**config.mk**
```make
export PLATFORM = sky130hd
export DESIGN_NAME = video_reader_flat
export DESIGN_NICKNAME = d
export VERILOG_FILES = /design/src/a2_mem_pkg.sv /design/src/mem_port_if.sv /design/src/video_reader.sv /design/src/flat_wrapper.sv
export SDC_FILE = /design/constraint.sdc
export NUM_CORES = 1
export LEC_CHECK = 0
export ABC_AREA = 0
export BUFFER_PORTS_ARGS = -buffer_cell sky130_fd_sc_hd__buf_2
export CELL_PAD_IN_SITES_DETAIL_PLACEMENT = 1
export CELL_PAD_IN_SITES_GLOBAL_PLACEMENT = 2
export CORE_MARGIN = 2
export CORE_UTILIZATION = 24
export CTS_BUF_LIST = sky130_fd_sc_hd__clkbuf_4
export CTS_CLUSTER_SIZE = 28
export DETAILED_ROUTE_END_ITERATION = 12
export GPL_TIMING_DRIVEN = 0
export PLACE_DENSITY = 0.79
export SLEW_MARGIN = 0
export SYNTH_ARGS = -nofsm -noshare
export SYNTH_HDL_FRONTEND = slang
export SYNTH_SLANG_ARGS = --single-unit
```
**constraint.sdc**
```tcl
create_clock -name clk_logic_w -period 1.72 [get_ports clk_logic_w]
set_input_delay 0.086 -clock clk_logic_w [delete_from_list [all_inputs] [get_ports clk_logic_w]]
set_output_delay 0.086 -clock clk_logic_w [all_outputs]
set_load 0.01 [all_outputs]
```
**src/a2_mem_pkg.sv**
```systemverilog
// Shared widths, port numbers and memory types of the shadow memory core
// The memory is word wide, so bus byte addresses map to word plus lane
// Port numbers double as priorities, the lower number wins

package a2_mem_pkg;

    localparam int BUS_ADDR_WIDTH  = 16;
    localparam int BUS_DATA_WIDTH  = 8;
    localparam int WORD_WIDTH      = 32;
    localparam int LANES           = WORD_WIDTH / BUS_DATA_WIDTH;
    localparam int WORD_ADDR_WIDTH = BUS_ADDR_WIDTH - $clog2(LANES);   // 14 bits, 64 KB

    // Requester ports on the arbiter
    localparam int VIDEO_PORT = 0;  // Highest priority
    localparam int MAIN_PORT  = 1;
    localparam int NUM_PORTS  = 2;

    typedef logic [WORD_WIDTH-1:0]      word_t;
    typedef logic [LANES-1:0]           lane_mask_t;   // Bit 0 is the low byte
    typedef logic [WORD_ADDR_WIDTH-1:0] word_addr_t;

endpackage

```
**src/mem_port_if.sv**
```systemverilog
// One requester's port on the memory arbiter
// Req and the fields stay stable until ack, which is a one-cycle pulse
// For a read, rdata is valid in the ack cycle only

`timescale 1ns/10ps

interface mem_port_if import a2_mem_pkg::*; ();

    logic       req;
    logic       we;     // High for write
    word_addr_t addr;
    word_t      wdata;
    lane_mask_t mask;   // Write lanes, ignored on reads
    logic       ack;
    word_t      rdata;

    modport requester (
        output req, we, addr, wdata, mask,
        input  ack, rdata
    );

    modport arbiter (
        input  req, we, addr, wdata, mask,
        output ack, rdata
    );

endinterface

```
**src/video_reader.sv**
```systemverilog
// Single-outstanding word reader for the video side
// Latency depends on contention, valid_o marks the returned word
// rd_i while busy_o is high is ignored

`timescale 1ns/10ps

module video_reader import a2_mem_pkg::*; (
    input  logic       clk_logic_w,
    input  logic       rst_n_i,
    input  logic       rd_i,
    input  word_addr_t addr_i,

    mem_port_if.requester mem,

    output word_t      data_o,
    output logic       valid_o,
    output logic       busy_o
);

    logic       req_r;
    logic       valid_r;
    logic       accept_w;
    word_addr_t addr_r;
    word_t      data_r;

    assign busy_o   = req_r || valid_r;   // Up to and including the valid cycle
    assign accept_w = rd_i && !busy_o;

    always_ff @(posedge clk_logic_w) begin
        if (!rst_n_i) begin
            req_r   <= 1'b0;
            valid_r <= 1'b0;
        end else begin
            if (accept_w)
                req_r <= 1'b1;
            else if (mem.ack)
                req_r <= 1'b0;
            valid_r <= mem.ack;   // One cycle after ack
        end
    end

    always_ff @(posedge clk_logic_w) begin
        if (accept_w)
            addr_r <= addr_i;
        if (mem.ack)
            data_r <= mem.rdata;
    end

    // Read only, write fields are idle
    assign mem.req   = req_r;
    assign mem.we    = 1'b0;
    assign mem.addr  = addr_r;
    assign mem.wdata = '0;
    assign mem.mask  = '0;

    assign data_o  = data_r;
    assign valid_o = valid_r;

endmodule
```
**src/flat_wrapper.sv**
```systemverilog
// flat-port wrapper written by rule: the top's interface ports become plain ports
module video_reader_flat import a2_mem_pkg::*;
  (clk_logic_w, rst_n_i, rd_i, addr_i, data_o, valid_o, busy_o, mem_req, mem_we, mem_addr, mem_wdata, mem_mask, mem_ack, mem_rdata);
  mem_port_if mem_i ();
  input  logic clk_logic_w;
  input  logic rst_n_i;
  input  logic rd_i;
  input  word_addr_t addr_i;
  output word_t data_o;
  output logic valid_o;
  output logic busy_o;
  output wire logic [$bits(mem_i.req)-1:0] mem_req;
  output wire logic [$bits(mem_i.we)-1:0] mem_we;
  output wire logic [$bits(mem_i.addr)-1:0] mem_addr;
  output wire logic [$bits(mem_i.wdata)-1:0] mem_wdata;
  output wire logic [$bits(mem_i.mask)-1:0] mem_mask;
  input wire logic [$bits(mem_i.ack)-1:0] mem_ack;
  input wire logic [$bits(mem_i.rdata)-1:0] mem_rdata;
  assign mem_req = mem_i.req;
  assign mem_we = mem_i.we;
  assign mem_addr = mem_i.addr;
  assign mem_wdata = mem_i.wdata;
  assign mem_mask = mem_i.mask;
  assign mem_i.ack = mem_ack;
  assign mem_i.rdata = mem_rdata;
  video_reader u_core (.clk_logic_w(clk_logic_w), .rst_n_i(rst_n_i), .rd_i(rd_i), .addr_i(addr_i), .mem(mem_i), .data_o(data_o), .valid_o(valid_o), .busy_o(busy_o));
endmodule
```
# Yosys cells after proc, flatten, opt, wreduce, memory -nomap -nowiden
# Index checks and enable logic that the tools add are counted.
# classes
n_reduce_logical	4
mux	2
# ops
operator	n
two-way mux 1 bit	2
nonzero test 2 bit	1
logical AND 1 bit	1
zero test 1 bit	1
logical OR 1 bit	1
# totals
out_inout_bits	86
reg_bits	48
inputBits	50

# Logic depth before layout (Yosys ltp)
# Gate-level depths: netlist of the first run.
# logic_depth
word_depth	4
mapped_depth	2

# Worst setup path after synthesis of the first run
# OpenSTA, ideal clock, no wires.
# synth_timing
kind	register to register
from	reg u_core.req_r, in the netlist u_core.mem.req
to	reg u_core.addr_r[0], in the netlist u_core.mem.addr[0] (enable)
required_time_ps	1336
t_arrival_ps	1032
synth_period_minus_slack_ps	1416
setup_slack_ps	304
stages_incl_launch_ff	2
setup_time_ps	384
path_cell_list	dfxtp_1 nor3b_2
# synth_between
elab_chain_len	3
# synth_rtl
item	line_no	rtl
start, declared	video_reader.sv:20	logic req_r;
start signal, assigned	video_reader.sv:31	req_r <= 1'b0;
start signal, assigned	video_reader.sv:35	req_r <= 1'b1;
start signal, assigned	video_reader.sv:37	req_r <= 1'b0;
logical OR 1 bit	video_reader.sv:26	assign busy_o = req_r || valid_r;
zero test 1 bit	video_reader.sv:27	assign accept_w = rd_i && !busy_o;
logical AND 1 bit	video_reader.sv:27	
named net u_core.accept_w	video_reader.sv:22	logic accept_w;
end signal, assigned	video_reader.sv:44	addr_r <= addr_i;
end, declared	video_reader.sv:23	word_addr_t addr_r;
# The timed path passes the listed nets, and every way through them passes these cells.
# A chain may end at the register's enable or synchronous reset.

# Worst setup path in the final report of the first run
# layout_timing
from	reg u_core.req_r, in the netlist u_core.mem.req
to	reg u_core.addr_r[4], in the netlist u_core.mem.addr[4] (enable)
# Same word-level chain as after synthesis.

==> flow_summary.ini, run 1 <==
[critical_path]
worstSetupStartpointType = register
crit_path_end_kind = register
r2r_setup_slack_ns = 0.33
critical_path.top_delay_family = simple AND/OR/NAND/NOR gates
cp_data_arrival_time_ns = 1.39
path_max_fanout = 15
crit_buf_inv = 0
worst_r2r_path_depth = 1
cp_slowest_cell = nor3b_4
cp.required_ns = 1.72
worstPathCellList = nor3b_4
worst-path-stages = 1
path_class = register to register
cpPeakStageDelay_ns = 0.65

[synthesis]
synth_top_area_frac = 0.792
ys.flop_type = edfxtp_1
ys_top_cells_by_area = edfxtp_1 79%, buf_4 16%, dfxtp_1 2.3%
synth_area_mm2 = 0.00174
synth_cell_types = 9
synth_edf_count = 46
synth_seq_cells = 48
synth_cells = 91
synth_common_cells = 46 x edfxtp_1, 37 x buf_4, 2 x dfxtp_1
synthArstFlopShare = 0
synth.most_common_cell = edfxtp_1
synth_area_leader_cell = edfxtp_1
avgSynthCellArea_um2 = 19.2
ys.warnings.count = 0
yosysSeqAreaShare = 0.815

[clock_network]
htreeDepth = 2
clock_latency_ns = 0.35
cts_num_sinks = 48
cts_tree = built
cts_buffers = 5
cts_buffer_depth = 2
clk_pin_slew_worst_paths_ns = 0.13
postCtsSetupRepairBufs = 0
cts_root_buf = clkbuf_4

[final_layout]
diodes = 0
final_util = 0.427
area_delta_synth_final_pct = 74.9
fin_nets = 329
drive_gt1_frac = 0.518

[timing]
fin_skew_ns = 0.00198
setup_ws_ns = 0.333
min_period_ns = 1.39
hold_viol_final = 0
rsz0062_at_grt = false
max_freq_mhz = 721
tns_ns = 0
slew_violations = 0
holdWs_ns = 0.224
finalSetupViolCount = 0
tightest_slew_ns = 0.769
slew_headroom = 0.487
fin_crit_sh = 0.806

[floorplan]
io_pins = 136
start_util = 0.244
dieHeight_um = 89.3
die_area_mm2 = 0.00797
die_width_um = 89.3
core-area_mm2 = 0.00714
rows = 31

[routing]
vias_per_cell = 3.44
dr.pass1.iters = 3
num_vias = 1305
drt-total-wl_um = 4570
avgRoutedWirePerCell_um = 12.0
drt_iter0_drc = 15
route.detailed.drc = 0
antenna_left = 0

[global_routing]
grt_util_all_layers = 0.107
grt_antenna_before_repair = 0
grt_pass1_vias = 1319
grt_first_pass_wirelength_um = 6340
grt_remaining_overflow = 0
grt_max_degree = 35

[job]
max-cap-violations = 0

[power]
irDropWorstVdd_v = 0.000274
power.leakage_nw = 1.43
p_per_area_mw_per_mm2 = 808

[placement]
gp_congestion = 0.642
place_ws_ns = 0.102
numPortBuffers = 98

[hold_path]
min_path_cells = 2
hold_class = primary input to register

[status]
status = completed
stage by stage:
stage	total power, W	instance area [um2]	std cells
2_1_floorplan	0.00158	1880	127
3_3_place_gp	0.00173	2490	324
3_5_place_dp	0.00174	2490	324
4_1_cts	0.00248	3040	379
5_1_grt	0.00258	3050	379
6_report	0.00246	3050	379
metal layers:
metal  wire (um)  GRT usage  vias to the layer above
met1        1520     0.0951                      602
li1            -          -                      623
met2        2530      0.218                       75
met3         473     0.0360                        5
met5           0          0                        -
met4          48     0.0380                        0
cell usage in the layout, fill, tap and decap left out, drive strengths merged:
cell and instances:
clkbuf 6, buf 135, edfxtp 46, dfxtp 2, dlygate4sd3 47, or2 1
o21a 1, bufinv 1, and2 1, nor3b 1, clkinv 1, conb 37
nor2b 1
kinds of logic (layout without fill, tap and decap cells):
group	after synthesis	count (layout)	synth area share
and+or+nand+nor	4	4	0.0194
AOI/OAI and AO/OA	1	1	0.00431
DFF	48	48	0.815
other	1	37	0.00215
buffers and inverters	37	190	0.159
cell type report:
cell class                 instances  area [um2]
clock buffer                       6        45.0
fill                             812        4090
buffer                            37         278
timing repair buffer             145         961
multi-input combinational         42         186
tap                               99         124
sequential                        48        1420
clock inverter                     2        35.0
power breakdown:
part           switching (W)  internal, W
combinational       0.000186     0.000222
clock               0.000337     0.000321
sequential         0.0000227      0.00137
state kept, by name, summed over array words and instances (netlist names):
register         count
u_core.data_o       32
u_core.mem.addr     14
u_core.mem.req       1
u_core.valid_o       1
final timing paths:
path | start | endpoint
max | u_core.mem.req$_SDFFE_PN0P_ | u_core.mem.addr[4]$_DFFE_PP_
min | rd_i | u_core.mem.addr[10]$_DFFE_PP_
max reg2reg | u_core.mem.req$_SDFFE_PN0P_ | u_core.mem.addr[4]$_DFFE_PP_
min reg2reg | u_core.valid_o$_SDFF_PN0_ | u_core.mem.addr[10]$_DFFE_PP_
what timing repair did:
item / 4_1_cts / 5_1_grt
resized for setup: 0 / 1
hold endpoints to repair: 48 / 0
hold buffers: 47 / 0
setup endpoints to repair: 0 / 14
(Power assumes the default switching activity.)
==> run 2: changes to the inputs <==
CORE_UTILIZATION = 22   (was 24)
PLACE_DENSITY = 0.77   (was 0.79)
clock period = 1.22 ns   (was 1.72 ns; I/O delays follow)
==> flow_summary.ini, run 2 (same netlist as run 1, synthesis figures left out) <==
[floorplan]
core-area_mm2 = 0.00769
dieHeight_um = 93.0
die_width_um = 93.0
io_pins = 136
die_area_mm2 = 0.00866
start_util = 0.227
rows = 32

[critical_path]
cp_slowest_cell = dfxtp_2
cp_data_arrival_time_ns = 1.08
crit_buf_inv = 1
crit_path_end_kind = primary output
worstSetupStartpointType = register
critical_path.top_delay_family = flip-flops
worst_r2r_path_depth = 2
cp.required_ns = 1.16
path_class = register to primary output
worstPathCellList = or2_1 > buf_2
path_max_fanout = 4
worst-path-stages = 2
cpPeakStageDelay_ns = 0.37

[final_layout]
fin_nets = 330
drive_gt1_frac = 0.527
instances_no_fill = 383
largest_reg_flops = 32
final_cell_mix = 98 x buf_2, 47 x dlygate4sd3_1, 46 x edfxtp_1
area_delta_synth_final_pct = 76.6
diodes = 0
fin_area_mm2 = 0.00308
final_common_cell = buf_2
fillerInstances = 883

[power]
irDropWorstVdd_v = 0.000399
total_power_w = 0.00351
p_per_area_mw_per_mm2 = 1140
power.leakage_nw = 1.44

[routing]
drt_iter0_drc = 20
drt-total-wl_um = 4650
route.detailed.drc = 0
dr.pass1.iters = 4
num_vias = 1300
vias_per_cell = 3.39
antenna_left = 0
avgRoutedWirePerCell_um = 12.1

[timing]
slew_violations = 0
min_period_ns = 1.14
max_freq_mhz = 874
hold_viol_final = 0
slew_headroom = 0.510
finalSetupViolCount = 0
fin_crit_sh = 0.938
rsz0062_at_grt = false
fin_skew_ns = 0.00509
tightest_slew_ns = 0.734

[global_routing]
grt_util_all_layers = 0.105
grt_antenna_before_repair = 0
grt_pass1_vias = 1320
grt_remaining_overflow = 0
grt_max_degree = 35
grt_first_pass_wirelength_um = 6760

[placement]
gp_congestion = 0.608
place_hpwl_um = 3060
place_area_mm2 = 0.00251
placed_cells = 327
numPortBuffers = 98

[hold_path]
min_path_cells = 3
hold_class = primary input to register

[clock_network]
htreeDepth = 2
clk_pin_slew_worst_paths_ns = 0.15
cts_buffers = 5
cts_buffer_depth = 2
cts_root_buf = clkbuf_4
cts_num_sinks = 48
cts_tree = built
clock_latency_ns = 0.37

[job]
max-cap-violations = 0

[status]
status = completed
-- run 2: changes by cell type in the layout (fill, tap and decap cells not counted), sizes merged --
cell,change
clkinvlp,+1
clkbuf,-1
clkinv,-1
buf,+1
inv,+1
-- run 2: per-stage QoR --
stage / setup TNS, ns / utilization / hold slack (ns) / worst slack (ns)
after global placement: -1.36 / 0.326 / 0.238 / -0.0974
after detailed placement: -2.03 / 0.326 / 0.240 / -0.142
final: 0 / 0.401 / 0.245 / 0.0756
after floorplan: 0 / - / 0.160 / 0.00836
after CTS: 0 / 0.401 / 0.234 / 0.0541
after global routing: 0 / 0.401 / 0.222 / 0.00899
-- run 2: power breakdown --
group	switching (W)	total (W)	leakage (nW)	internal (W)
Sequential	0.0000306	0.00197	0.463	0.00194
Clock	0.000519	0.000958	0.0418	0.000438
Combinational	0.000265	0.000588	0.932	0.000323
Total	0.000815	0.00351	1.44	0.00270
-- run 2: path summary, 6_finish.rpt --
path	slack [ns]	from	endpoint
setup / recovery	0.08	u_core.mem.req$_SDFFE_PN0P_	busy_o
hold / removal	0.25	rd_i	u_core.mem.addr[9]$_DFFE_PP_
setup reg to reg	0.19	u_core.mem.req$_SDFFE_PN0P_	u_core.mem.addr[2]$_DFFE_PP_
hold reg to reg	0.64	u_core.mem.req$_SDFFE_PN0P_	u_core.mem.req$_SDFFE_PN0P_
-- run 2: cell type report --
cell class	instances	area (um2)	share of cell area
Buffer	37	278	0.0902
Clock buffer	5	37.5	0.0122
Clock inverter	3	46.3	0.0150
Multi-Input combinational cell	42	186	0.0605
Sequential cell	48	1420	0.462
Tap cell	102	128	0.0414
Timing Repair Buffer	146	981	0.318
-- run 2: worst min-delay path: cells and delay by family --
| family | cells | cell delay [ns] |
|---|---|---|
| simple gates | 1 | 0.15 |
| buf+inv | 2 | 0.24 |
-- run 2: routing by layer --
layer / part of all wire / GRT usage
met1: 0.34 / 0.102
met2: 0.56 / 0.200
met3: 0.075 / 0.0242
met4: 0.029 / 0.0576
met5: 0 / 0
-- run 2: timing repair --
item / CTS / global route
setup buffers: 1 / 0
endpoints found under the hold margin: 48 / 0
resized for setup: 0 / 0
hold buffers: 47 / 0
endpoints found under the setup margin: 15 / 0
