$ cat src/a2_mem_pkg.sv
// Shared widths, port numbers and memory types of the shadow memory core
// The memory is word wide, so bus byte addresses map to word plus lane
// Port numbers double as priorities, the lower number wins

package a2_mem_pkg;

    localparam int BUS_ADDR_WIDTH  = 16;
    localparam int BUS_DATA_WIDTH  = 8;
    localparam int WORD_WIDTH      = 32;
    localparam int LANES           = WORD_WIDTH / BUS_DATA_WIDTH;
    localparam int WORD_ADDR_WIDTH = BUS_ADDR_WIDTH - $clog2(LANES);   // 14 bits, 64 KB

    // Requester ports on the arbiter
    localparam int VIDEO_PORT = 0;  // Highest priority
    localparam int MAIN_PORT  = 1;
    localparam int NUM_PORTS  = 2;

    typedef logic [WORD_WIDTH-1:0]      word_t;
    typedef logic [LANES-1:0]           lane_mask_t;   // Bit 0 is the low byte
    typedef logic [WORD_ADDR_WIDTH-1:0] word_addr_t;

endpackage

$ cat src/mem_port_if.sv
// One requester's port on the memory arbiter
// Req and the fields stay stable until ack, which is a one-cycle pulse
// For a read, rdata is valid in the ack cycle only

`timescale 1ns/10ps

interface mem_port_if import a2_mem_pkg::*; ();

    logic       req;
    logic       we;     // High for write
    word_addr_t addr;
    word_t      wdata;
    lane_mask_t mask;   // Write lanes, ignored on reads
    logic       ack;
    word_t      rdata;

    modport requester (
        output req, we, addr, wdata, mask,
        input  ack, rdata
    );

    modport arbiter (
        input  req, we, addr, wdata, mask,
        output ack, rdata
    );

endinterface

$ cat src/bus_shadow.sv
// Shadows Apple bus byte writes into masked word writes
// Strobes are single-cycle pulses already synchronous to clk_logic_w
// FIFO_DEPTH must be a power of two, at least 2
// A strobe that finds the FIFO full is lost and sets the sticky overflow flag

`timescale 1ns/10ps

module bus_shadow import a2_mem_pkg::*; #(
    parameter int FIFO_DEPTH = 2
) (
    input  logic                      clk_logic_w,
    input  logic                      rst_n_i,
    input  logic                      wr_strobe_i,
    input  logic [BUS_ADDR_WIDTH-1:0] addr_i,
    input  logic [BUS_DATA_WIDTH-1:0] data_i,

    mem_port_if.requester mem,

    output logic                      overflow_o
);

    localparam int PTR_W  = $clog2(FIFO_DEPTH);
    localparam int LANE_W = $clog2(LANES);

    typedef struct packed {
        word_addr_t                addr;
        lane_mask_t                mask;
        logic [BUS_DATA_WIDTH-1:0] data;
    } entry_t;

    entry_t fifo_r [FIFO_DEPTH];
    entry_t in_w;

    logic [PTR_W:0] wr_ptr_r;   // Extra bit tells full from empty
    logic [PTR_W:0] rd_ptr_r;
    logic           empty_w;
    logic           full_w;
    logic           push_w;
    logic           pop_w;
    logic           overflow_r;

    // Byte address to word address plus one-hot lane
    assign in_w.addr = addr_i[BUS_ADDR_WIDTH-1:LANE_W];
    assign in_w.mask = lane_mask_t'(1) << addr_i[LANE_W-1:0];
    assign in_w.data = data_i;

    assign empty_w = (wr_ptr_r == rd_ptr_r);
    assign full_w  = (wr_ptr_r[PTR_W] != rd_ptr_r[PTR_W]) &&
                     (wr_ptr_r[PTR_W-1:0] == rd_ptr_r[PTR_W-1:0]);
    assign push_w  = wr_strobe_i && !full_w;
    assign pop_w   = mem.ack && !empty_w;

    always_ff @(posedge clk_logic_w) begin
        if (!rst_n_i) begin
            wr_ptr_r   <= '0;
            rd_ptr_r   <= '0;
            overflow_r <= 1'b0;
        end else begin
            if (push_w)
                wr_ptr_r <= wr_ptr_r + 1'b1;
            if (pop_w)
                rd_ptr_r <= rd_ptr_r + 1'b1;
            if (wr_strobe_i && full_w)
                overflow_r <= 1'b1;   // Sticky until reset
        end
    end

    always_ff @(posedge clk_logic_w) begin
        if (push_w) begin
            fifo_r[wr_ptr_r[PTR_W-1:0]] <= in_w;
        end
    end

    // Head entry stays put until its ack
    assign mem.req   = !empty_w;
    assign mem.we    = 1'b1;
    assign mem.addr  = fifo_r[rd_ptr_r[PTR_W-1:0]].addr;
    assign mem.mask  = fifo_r[rd_ptr_r[PTR_W-1:0]].mask;
    assign mem.wdata = {LANES{fifo_r[rd_ptr_r[PTR_W-1:0]].data}};   // Byte on every lane

    assign overflow_o = overflow_r;

endmodule

$ cat src/flat_wrapper.sv
// flat-port wrapper written by rule: the top's interface ports become plain ports
module bus_shadow_flat import a2_mem_pkg::*;
#(
    parameter int FIFO_DEPTH = 2
)
  (clk_logic_w, rst_n_i, wr_strobe_i, addr_i, data_i, overflow_o, mem_req, mem_we, mem_addr, mem_wdata, mem_mask, mem_ack, mem_rdata);
  mem_port_if mem_i ();
  input  logic clk_logic_w;
  input  logic rst_n_i;
  input  logic wr_strobe_i;
  input  logic [BUS_ADDR_WIDTH-1:0] addr_i;
  input  logic [BUS_DATA_WIDTH-1:0] data_i;
  output logic overflow_o;
  output wire logic [$bits(mem_i.req)-1:0] mem_req;
  output wire logic [$bits(mem_i.we)-1:0] mem_we;
  output wire logic [$bits(mem_i.addr)-1:0] mem_addr;
  output wire logic [$bits(mem_i.wdata)-1:0] mem_wdata;
  output wire logic [$bits(mem_i.mask)-1:0] mem_mask;
  input wire logic [$bits(mem_i.ack)-1:0] mem_ack;
  input wire logic [$bits(mem_i.rdata)-1:0] mem_rdata;
  assign mem_req = mem_i.req;
  assign mem_we = mem_i.we;
  assign mem_addr = mem_i.addr;
  assign mem_wdata = mem_i.wdata;
  assign mem_mask = mem_i.mask;
  assign mem_i.ack = mem_ack;
  assign mem_i.rdata = mem_rdata;
  bus_shadow #(.FIFO_DEPTH(FIFO_DEPTH)) u_core (.clk_logic_w(clk_logic_w), .rst_n_i(rst_n_i), .wr_strobe_i(wr_strobe_i), .addr_i(addr_i), .data_i(data_i), .mem(mem_i), .overflow_o(overflow_o));
endmodule
$ cat config.mk
export PLATFORM = sky130hd
export DESIGN_NAME = bus_shadow_flat
export DESIGN_NICKNAME = d
export VERILOG_FILES = /design/src/a2_mem_pkg.sv /design/src/mem_port_if.sv /design/src/bus_shadow.sv /design/src/flat_wrapper.sv
export SDC_FILE = /design/constraint.sdc
export NUM_CORES = 1
export LEC_CHECK = 0
export BUFFER_PORTS_ARGS = -buffer_cell sky130_fd_sc_hd__buf_2
export CAP_MARGIN = 40
export CORE_AREA = 2 2 76 78
export CTS_CLUSTER_DIAMETER = 40
export CTS_CLUSTER_SIZE = 16
export DETAILED_ROUTE_END_ITERATION = 10
export DIE_AREA = 0 0 78 80
export PLACE_DENSITY_LB_ADDON = 0.1
export SYNTH_ARGS = -nofsm -noshare
export SYNTH_HDL_FRONTEND = slang
export SYNTH_SLANG_ARGS = --single-unit
$ cat constraint.sdc
create_clock -name clk_logic_w -period 4.5 [get_ports clk_logic_w]
set_input_delay 0.225 -clock clk_logic_w [delete_from_list [all_inputs] [get_ports clk_logic_w]]
set_output_delay 0.225 -clock clk_logic_w [all_outputs]
set_load 0.01 [all_outputs]
Word level (Yosys, flattened, before mapping)
Memories as Yosys holds them, arrays and structs flattened. A register that Yosys moved wholly into a read port is not among the register bits.
Cells that the tools add are included.
{"block": "op_classes", "addsub": 2, "n_mul": 0, "div_mod_pow": 0, "n_lt_le_gt_ge": 0, "n_eq_ne": 3, "shifts": 1, "muxes": 4, "n_bitwise": 0, "n_reduce_logical": 6}
{"op": "adder 2 x 1 -> 2 bit, second input constant", "count": 2}
{"op": "logical AND 1 bit", "count": 4}
{"op": "two-way mux 1 bit", "count": 4}
{"op": "<< shifter 1 x 2 -> 4 bit, first input constant", "count": 1}
{"op": "equality test 2 bit", "count": 1}
{"op": "logical NOT 1 bit", "count": 2}
{"op": "equality test 1 bit", "count": 1}
{"op": "!= test 1 bit", "count": 1}
{"block": "word_totals", "ff_bits": 5, "latchBits": 0, "ram_bits": 52, "mem_bits_ro": 0, "output_inout_bits": 53, "word_cells": 20, "n_memories": 1}
{"memory": "u_core.fifo_r", "words": 2, "word_bits": 26, "rd": 1, "rd_ports_with_merged_regs": 1, "wr": 1, "line_no": "bus_shadow.sv:31", "text": "entry_t fifo_r [FIFO_DEPTH];"}

Depth between registers and ports, before layout
{"block": "logic_depth", "ltp_word": 6, "mapped_depth": 4}

Worst setup path after synthesis
OpenSTA, ideal clock, no wires.
{"block": "synth_timing", "path_type": "register -> register", "start": "reg u_core.wr_ptr_r[0]", "end": "mem u_core.fifo_r[1][0] in the netlist's numbering (enable)", "arrival_time_ps": 2003, "required_ps": 4079, "slack_ps": 2076, "path_stages_with_launch": 4, "path_buffers": 1, "synth_period_minus_slack_ps": 2424, "path_cell_list": "dfxtp_1 -> clkbuf_1 -> nand2_1 -> a21oi_1"}
{"block": "synth_via", "elab_chain_len": 6}
{"item": "start, declared", "line_no": "bus_shadow.sv:34", "text": "logic [PTR_W:0] wr_ptr_r;"}
{"item": "start signal, assigned", "line_no": "bus_shadow.sv:60", "text": "wr_ptr_r <= wr_ptr_r + 1'b1;"}
{"item": "equality test 1 bit", "line_no": "bus_shadow.sv:49", "text": "(wr_ptr_r[PTR_W-1:0] == rd_ptr_r[PTR_W-1:0]);"}
{"item": "logical AND 1 bit", "line_no": "bus_shadow.sv:48", "text": "assign full_w = (wr_ptr_r[PTR_W] != rd_ptr_r[PTR_W]) &&"}
{"item": "logical NOT 1 bit", "line_no": "bus_shadow.sv:50", "text": "assign push_w = wr_strobe_i && !full_w;"}
{"item": "logical AND 1 bit", "line_no": "bus_shadow.sv:50"}
{"item": "two-way mux 1 bit", "line_no": "bus_shadow.sv:69", "text": "if (push_w) begin"}
{"item": "two-way mux 1 bit (implied by the code)", "line_no": "bus_shadow.sv:70", "text": "fifo_r[wr_ptr_r[PTR_W-1:0]] <= in_w;"}
{"item": "end, declared", "line_no": "bus_shadow.sv:31"}
Several ways; a longest one is shown, not always the timed one.

==> metrics.log <==
[metrics] HP Start: addr_i[7]
[metrics] area share of the largest cell type after synthesis: 0.6537
[metrics] final worst path period need: between 2 and 2.5 ns
[metrics] number of gates resized after cts: 0
[metrics] remaining max-slew budget at the tightest pin: 0.5938
[metrics] critical path cell sequence: buf_4 > mux2_2 > buf_2
[metrics] share of final-layout standard cells stronger than drive strength 1: 0.5841
[metrics] DP Area: 0.002703 mm²
[metrics] Avg Cell Area, Syn: 16.25 µm²
[metrics] total of warnings raised by yosys: 0
[metrics] vias in the first global route: 1,311
[metrics] number of setup buffers added after CTS: 0
[metrics] Fmax achieved: approximately 470 MHz
[metrics] source-to-sink clock delay at the later pin of the worst-skew pair: 0.33 ns
[metrics] final sum of negative setup slack: 0 ns
[metrics] number of cells on the worst hold path: 1
[metrics] CTS tree: built
[metrics] Diodes inserted: 0
[metrics] required time at the worst-slack endpoint: around 4.3 ns
[metrics] pwr dens: 450.3 mW/mm²
[metrics] die footprint: approximately 0.0062 mm²
[metrics] maximum number of pins on one net before global-route repair: 16
[metrics] DRC: 0
[metrics] capturing point of the worst reg2reg path: u_core.fifo_r[0][7]$_DFFE_PP_
[metrics] cells after synthesis: 147
[metrics] kind of start point of the critical path: flip-flop
[metrics] number of levels the H-tree was split into: 3
[metrics] share of synthesized cell area in and, or, nand and nor gates: 0.03038
[metrics] final core utilization: 0.5366
[metrics] Worst Setup End Kind: output pin
[metrics] fraction of the yosys area taken by sequential cells: 0.7040
[metrics] total wirelength of the detailed-routed design: between 3000 and 4000 µm
[metrics] Reg clk slew, reported paths: 0.06 ns
[metrics] WS Path Type: reg2out
[metrics] initial antenna violation count: 0
[metrics] run status: finished clean
[metrics] first-pass iteration count of the detailed router: 4
[metrics] number of cell rows: 27
[metrics] class of the tightest hold or removal check: in2reg
[metrics] total area of multi-input combinational cells: a little under 500 µm²
[metrics] flip-flop cell with the highest count after synthesis: edfxtp_1
[metrics] All-Layer GR Usage: 0.1326
[metrics] Synth Area in Adders: 0
[metrics] Post-layout nets: about 270
[metrics] count of nets left with antenna violations after detail routing: 0
[metrics] total area of sequential cells: 0.001682 mm²
[metrics] commonest cells after routing, fill and taps aside: 79 x buf_2, 52 x edfxtp_1, 26 x mux2_2
[metrics] portion of netlist area occupied by mux cells: 0.1268
[metrics] Max stage delay cell, worst path: dfxtp_1
[metrics] Power, Total: 1.306 mW
[metrics] number of enable-type register cells in the synthesized netlist: 52
[metrics] detailed-route wire length per cell: around 14 µm
[metrics] effective utilization at floorplan: 0.4419
[metrics] worst min-delay path endpoint: u_core.fifo_r[0][17]$_DFFE_PP_
[metrics] fill count: 465
[metrics] post-synthesis sequential element count: 58
[metrics] worst clock skew: 0.007300 ns
[metrics] combinational family with the most area after synthesis: multiplexers
[metrics] Worst Hold Margin: 0.07828 ns
[metrics] master cell of the clock root buffer: clkbuf_8
[metrics] cell types occupying the most area after synthesis: edfxtp_1 65%, mux2_2 12%, buf_4 7.9%, dfxtp_1 5.0%, buf_2 0.84%
[metrics] Fin. Hold Viols: 0
[metrics] Worst EP arrival: ~1.9 ns
[metrics] post-detail-place hpwl: 2688 µm
[metrics] Reg2Reg Setup Slack: 2.53 ns
[metrics] Placed Instances: 270
[metrics] Least-Margin Pin Slew: 0.6087 ns
[metrics] number of nets in the synthesized netlist: 207
[metrics] highest fanout seen on the critical path: 14
[metrics] post-synthesis share of cell area spent on xor and xnor gates: 0.01100
[metrics] RR Startpoint: u_core.wr_ptr_r[1]$_SDFFE_PN0N_
[metrics] Worst Setup Slack, final: 2.369 ns
[metrics] count of buffers inserted at the top-level ports: 79
[metrics] Post-Layout Cell Count: between 200 and 300
[metrics] Die Span Y: 80 µm
[metrics] total number of vias: 1,322
[metrics] area growth from synthesis to final layout: 21.42%
[metrics] RSZ-0062 raised after global routing: false
[metrics] drt initial violations: 52
[metrics] netlist area before placement: 0.002389 mm²
[metrics] number of distinct library cell variants in the gate-level netlist after synthesis: 25
[metrics] number of ports placed on the die boundary: 113
[metrics] Max stage delay on crit path: 0.70 ns
[metrics] total clock sinks: 58
[metrics] biggest area consumer among synthesized cells: edfxtp_1
[metrics] setup violation total in the final timing report: 0
[metrics] setup slack after placement: 2.499 ns
[metrics] first-pass GRT wire length: 5851 µm
[metrics] maximum ir drop on the vdd rail: 0.2247 mV
[metrics] Die Width: 78 µm
[metrics] clock buffer count from CTS: 9
[metrics] Post-CTS Hold Fix Bufs: 0
[metrics] area inside the core boundary: 0.005405 mm²
[metrics] commonest non-fill, non-tap cell in the layout: buf_2
[metrics] post-DR vias/cell: 4.622
[metrics] proportion of register bits with asynchronous set or reset after synthesis: 0
[metrics] Final period util: 0.4736
[metrics] Lkg Pwr: 1.159 nW
[metrics] Worst Reg-to-Reg Cells: 4
[metrics] GRT overflow: 0
[metrics] compound-cell area share of the yosys netlist: 0.03143
[metrics] Placer Congestion: 0.8186
[metrics] Final Max Slew Viols: 0
[metrics] final instance area: slightly below 0.003 mm²
[metrics] count of maximum capacitance violations: 0
[metrics] CTS max path bufs: 2
-- worst max-delay path, delay by kind of cell, from the launching register on --
family	cells	cell delay (ns)
buffers and inverters	2	0.49
DFF	1	0.70
muxes	1	0.38
-- layer usage --
layer,up-vias,global-route usage,part of all wire
met5,-,0,0
met4,0,0.1000,0.028
met3,11,0.05090,0.070
met2,59,0.2293,0.52
met1,614,0.1276,0.38
li1,638,-,-
-- kinds of logic after synthesis --
| family | count (synthesis) |
|---|---|
| AO/OA/AOI/OAI | 10 |
| XOR/XNOR | 3 |
| buffers and inverters | 34 |
| flip-flops | 58 |
| multiplexers | 27 |
| other | 1 |
| AND/OR/NAND/NOR | 14 |
-- power breakdown --
| part | total (mW) | internal [mW] | switching [mW] |
|---|---|---|---|
| clock | 0.469 | 0.286 | 0.184 |
| sequential | 0.648 | 0.631 | 0.0171 |
| combinational | 0.188 | 0.0874 | 0.101 |
-- state kept, by name, indices dropped and copies added (netlist names), named ones only --
register	count
u_core.overflow_o	1
u_core.rd_ptr_r	2
u_core.fifo_r	52
u_core.wr_ptr_r	2
-- worst max-delay path by stage --
stage | depth (start not counted) | from | end
after floorplan | 3 | u_core.wr_ptr_r[0]$_SDFFE_PN0N_ | u_core.fifo_r[1][0]$_DFFE_PP_
after global placement | 4 | u_core.wr_ptr_r[1]$_SDFFE_PN0N_ | u_core.fifo_r[0][12]$_DFFE_PP_
after detailed placement | 4 | u_core.wr_ptr_r[1]$_SDFFE_PN0N_ | u_core.fifo_r[0][14]$_DFFE_PP_
after CTS | 3 | flip-flop | mem_wdata[21]
after global routing | 3 | flip-flop | mem_wdata[21]
final | 3 | flip-flop | mem_wdata[21]
-- final cells by class --
type                            instances  area share
Multi-Input combinational cell         55      0.1704
Timing Repair Buffer                   82      0.1467
Tap cell                               72     0.03106
Clock inverter                          2     0.01208
Sequential cell                        58      0.5798
Clock buffer                           14     0.05608
Inverter                                3    0.003883
-- cells in the mapped netlist, types with 2 or more instances --
master	number
inv_1	3
nor2b_1	2
mux2_2	26
buf_2	4
buf_4	25
nor2_1	5
edfxtp_1	52
dfxtp_1	6
a21oi_1	3
o31a_1	2
xnor2_1	2
clkbuf_1	2
nand2_1	3
Note: power is estimated with default switching activity, not from simulation.
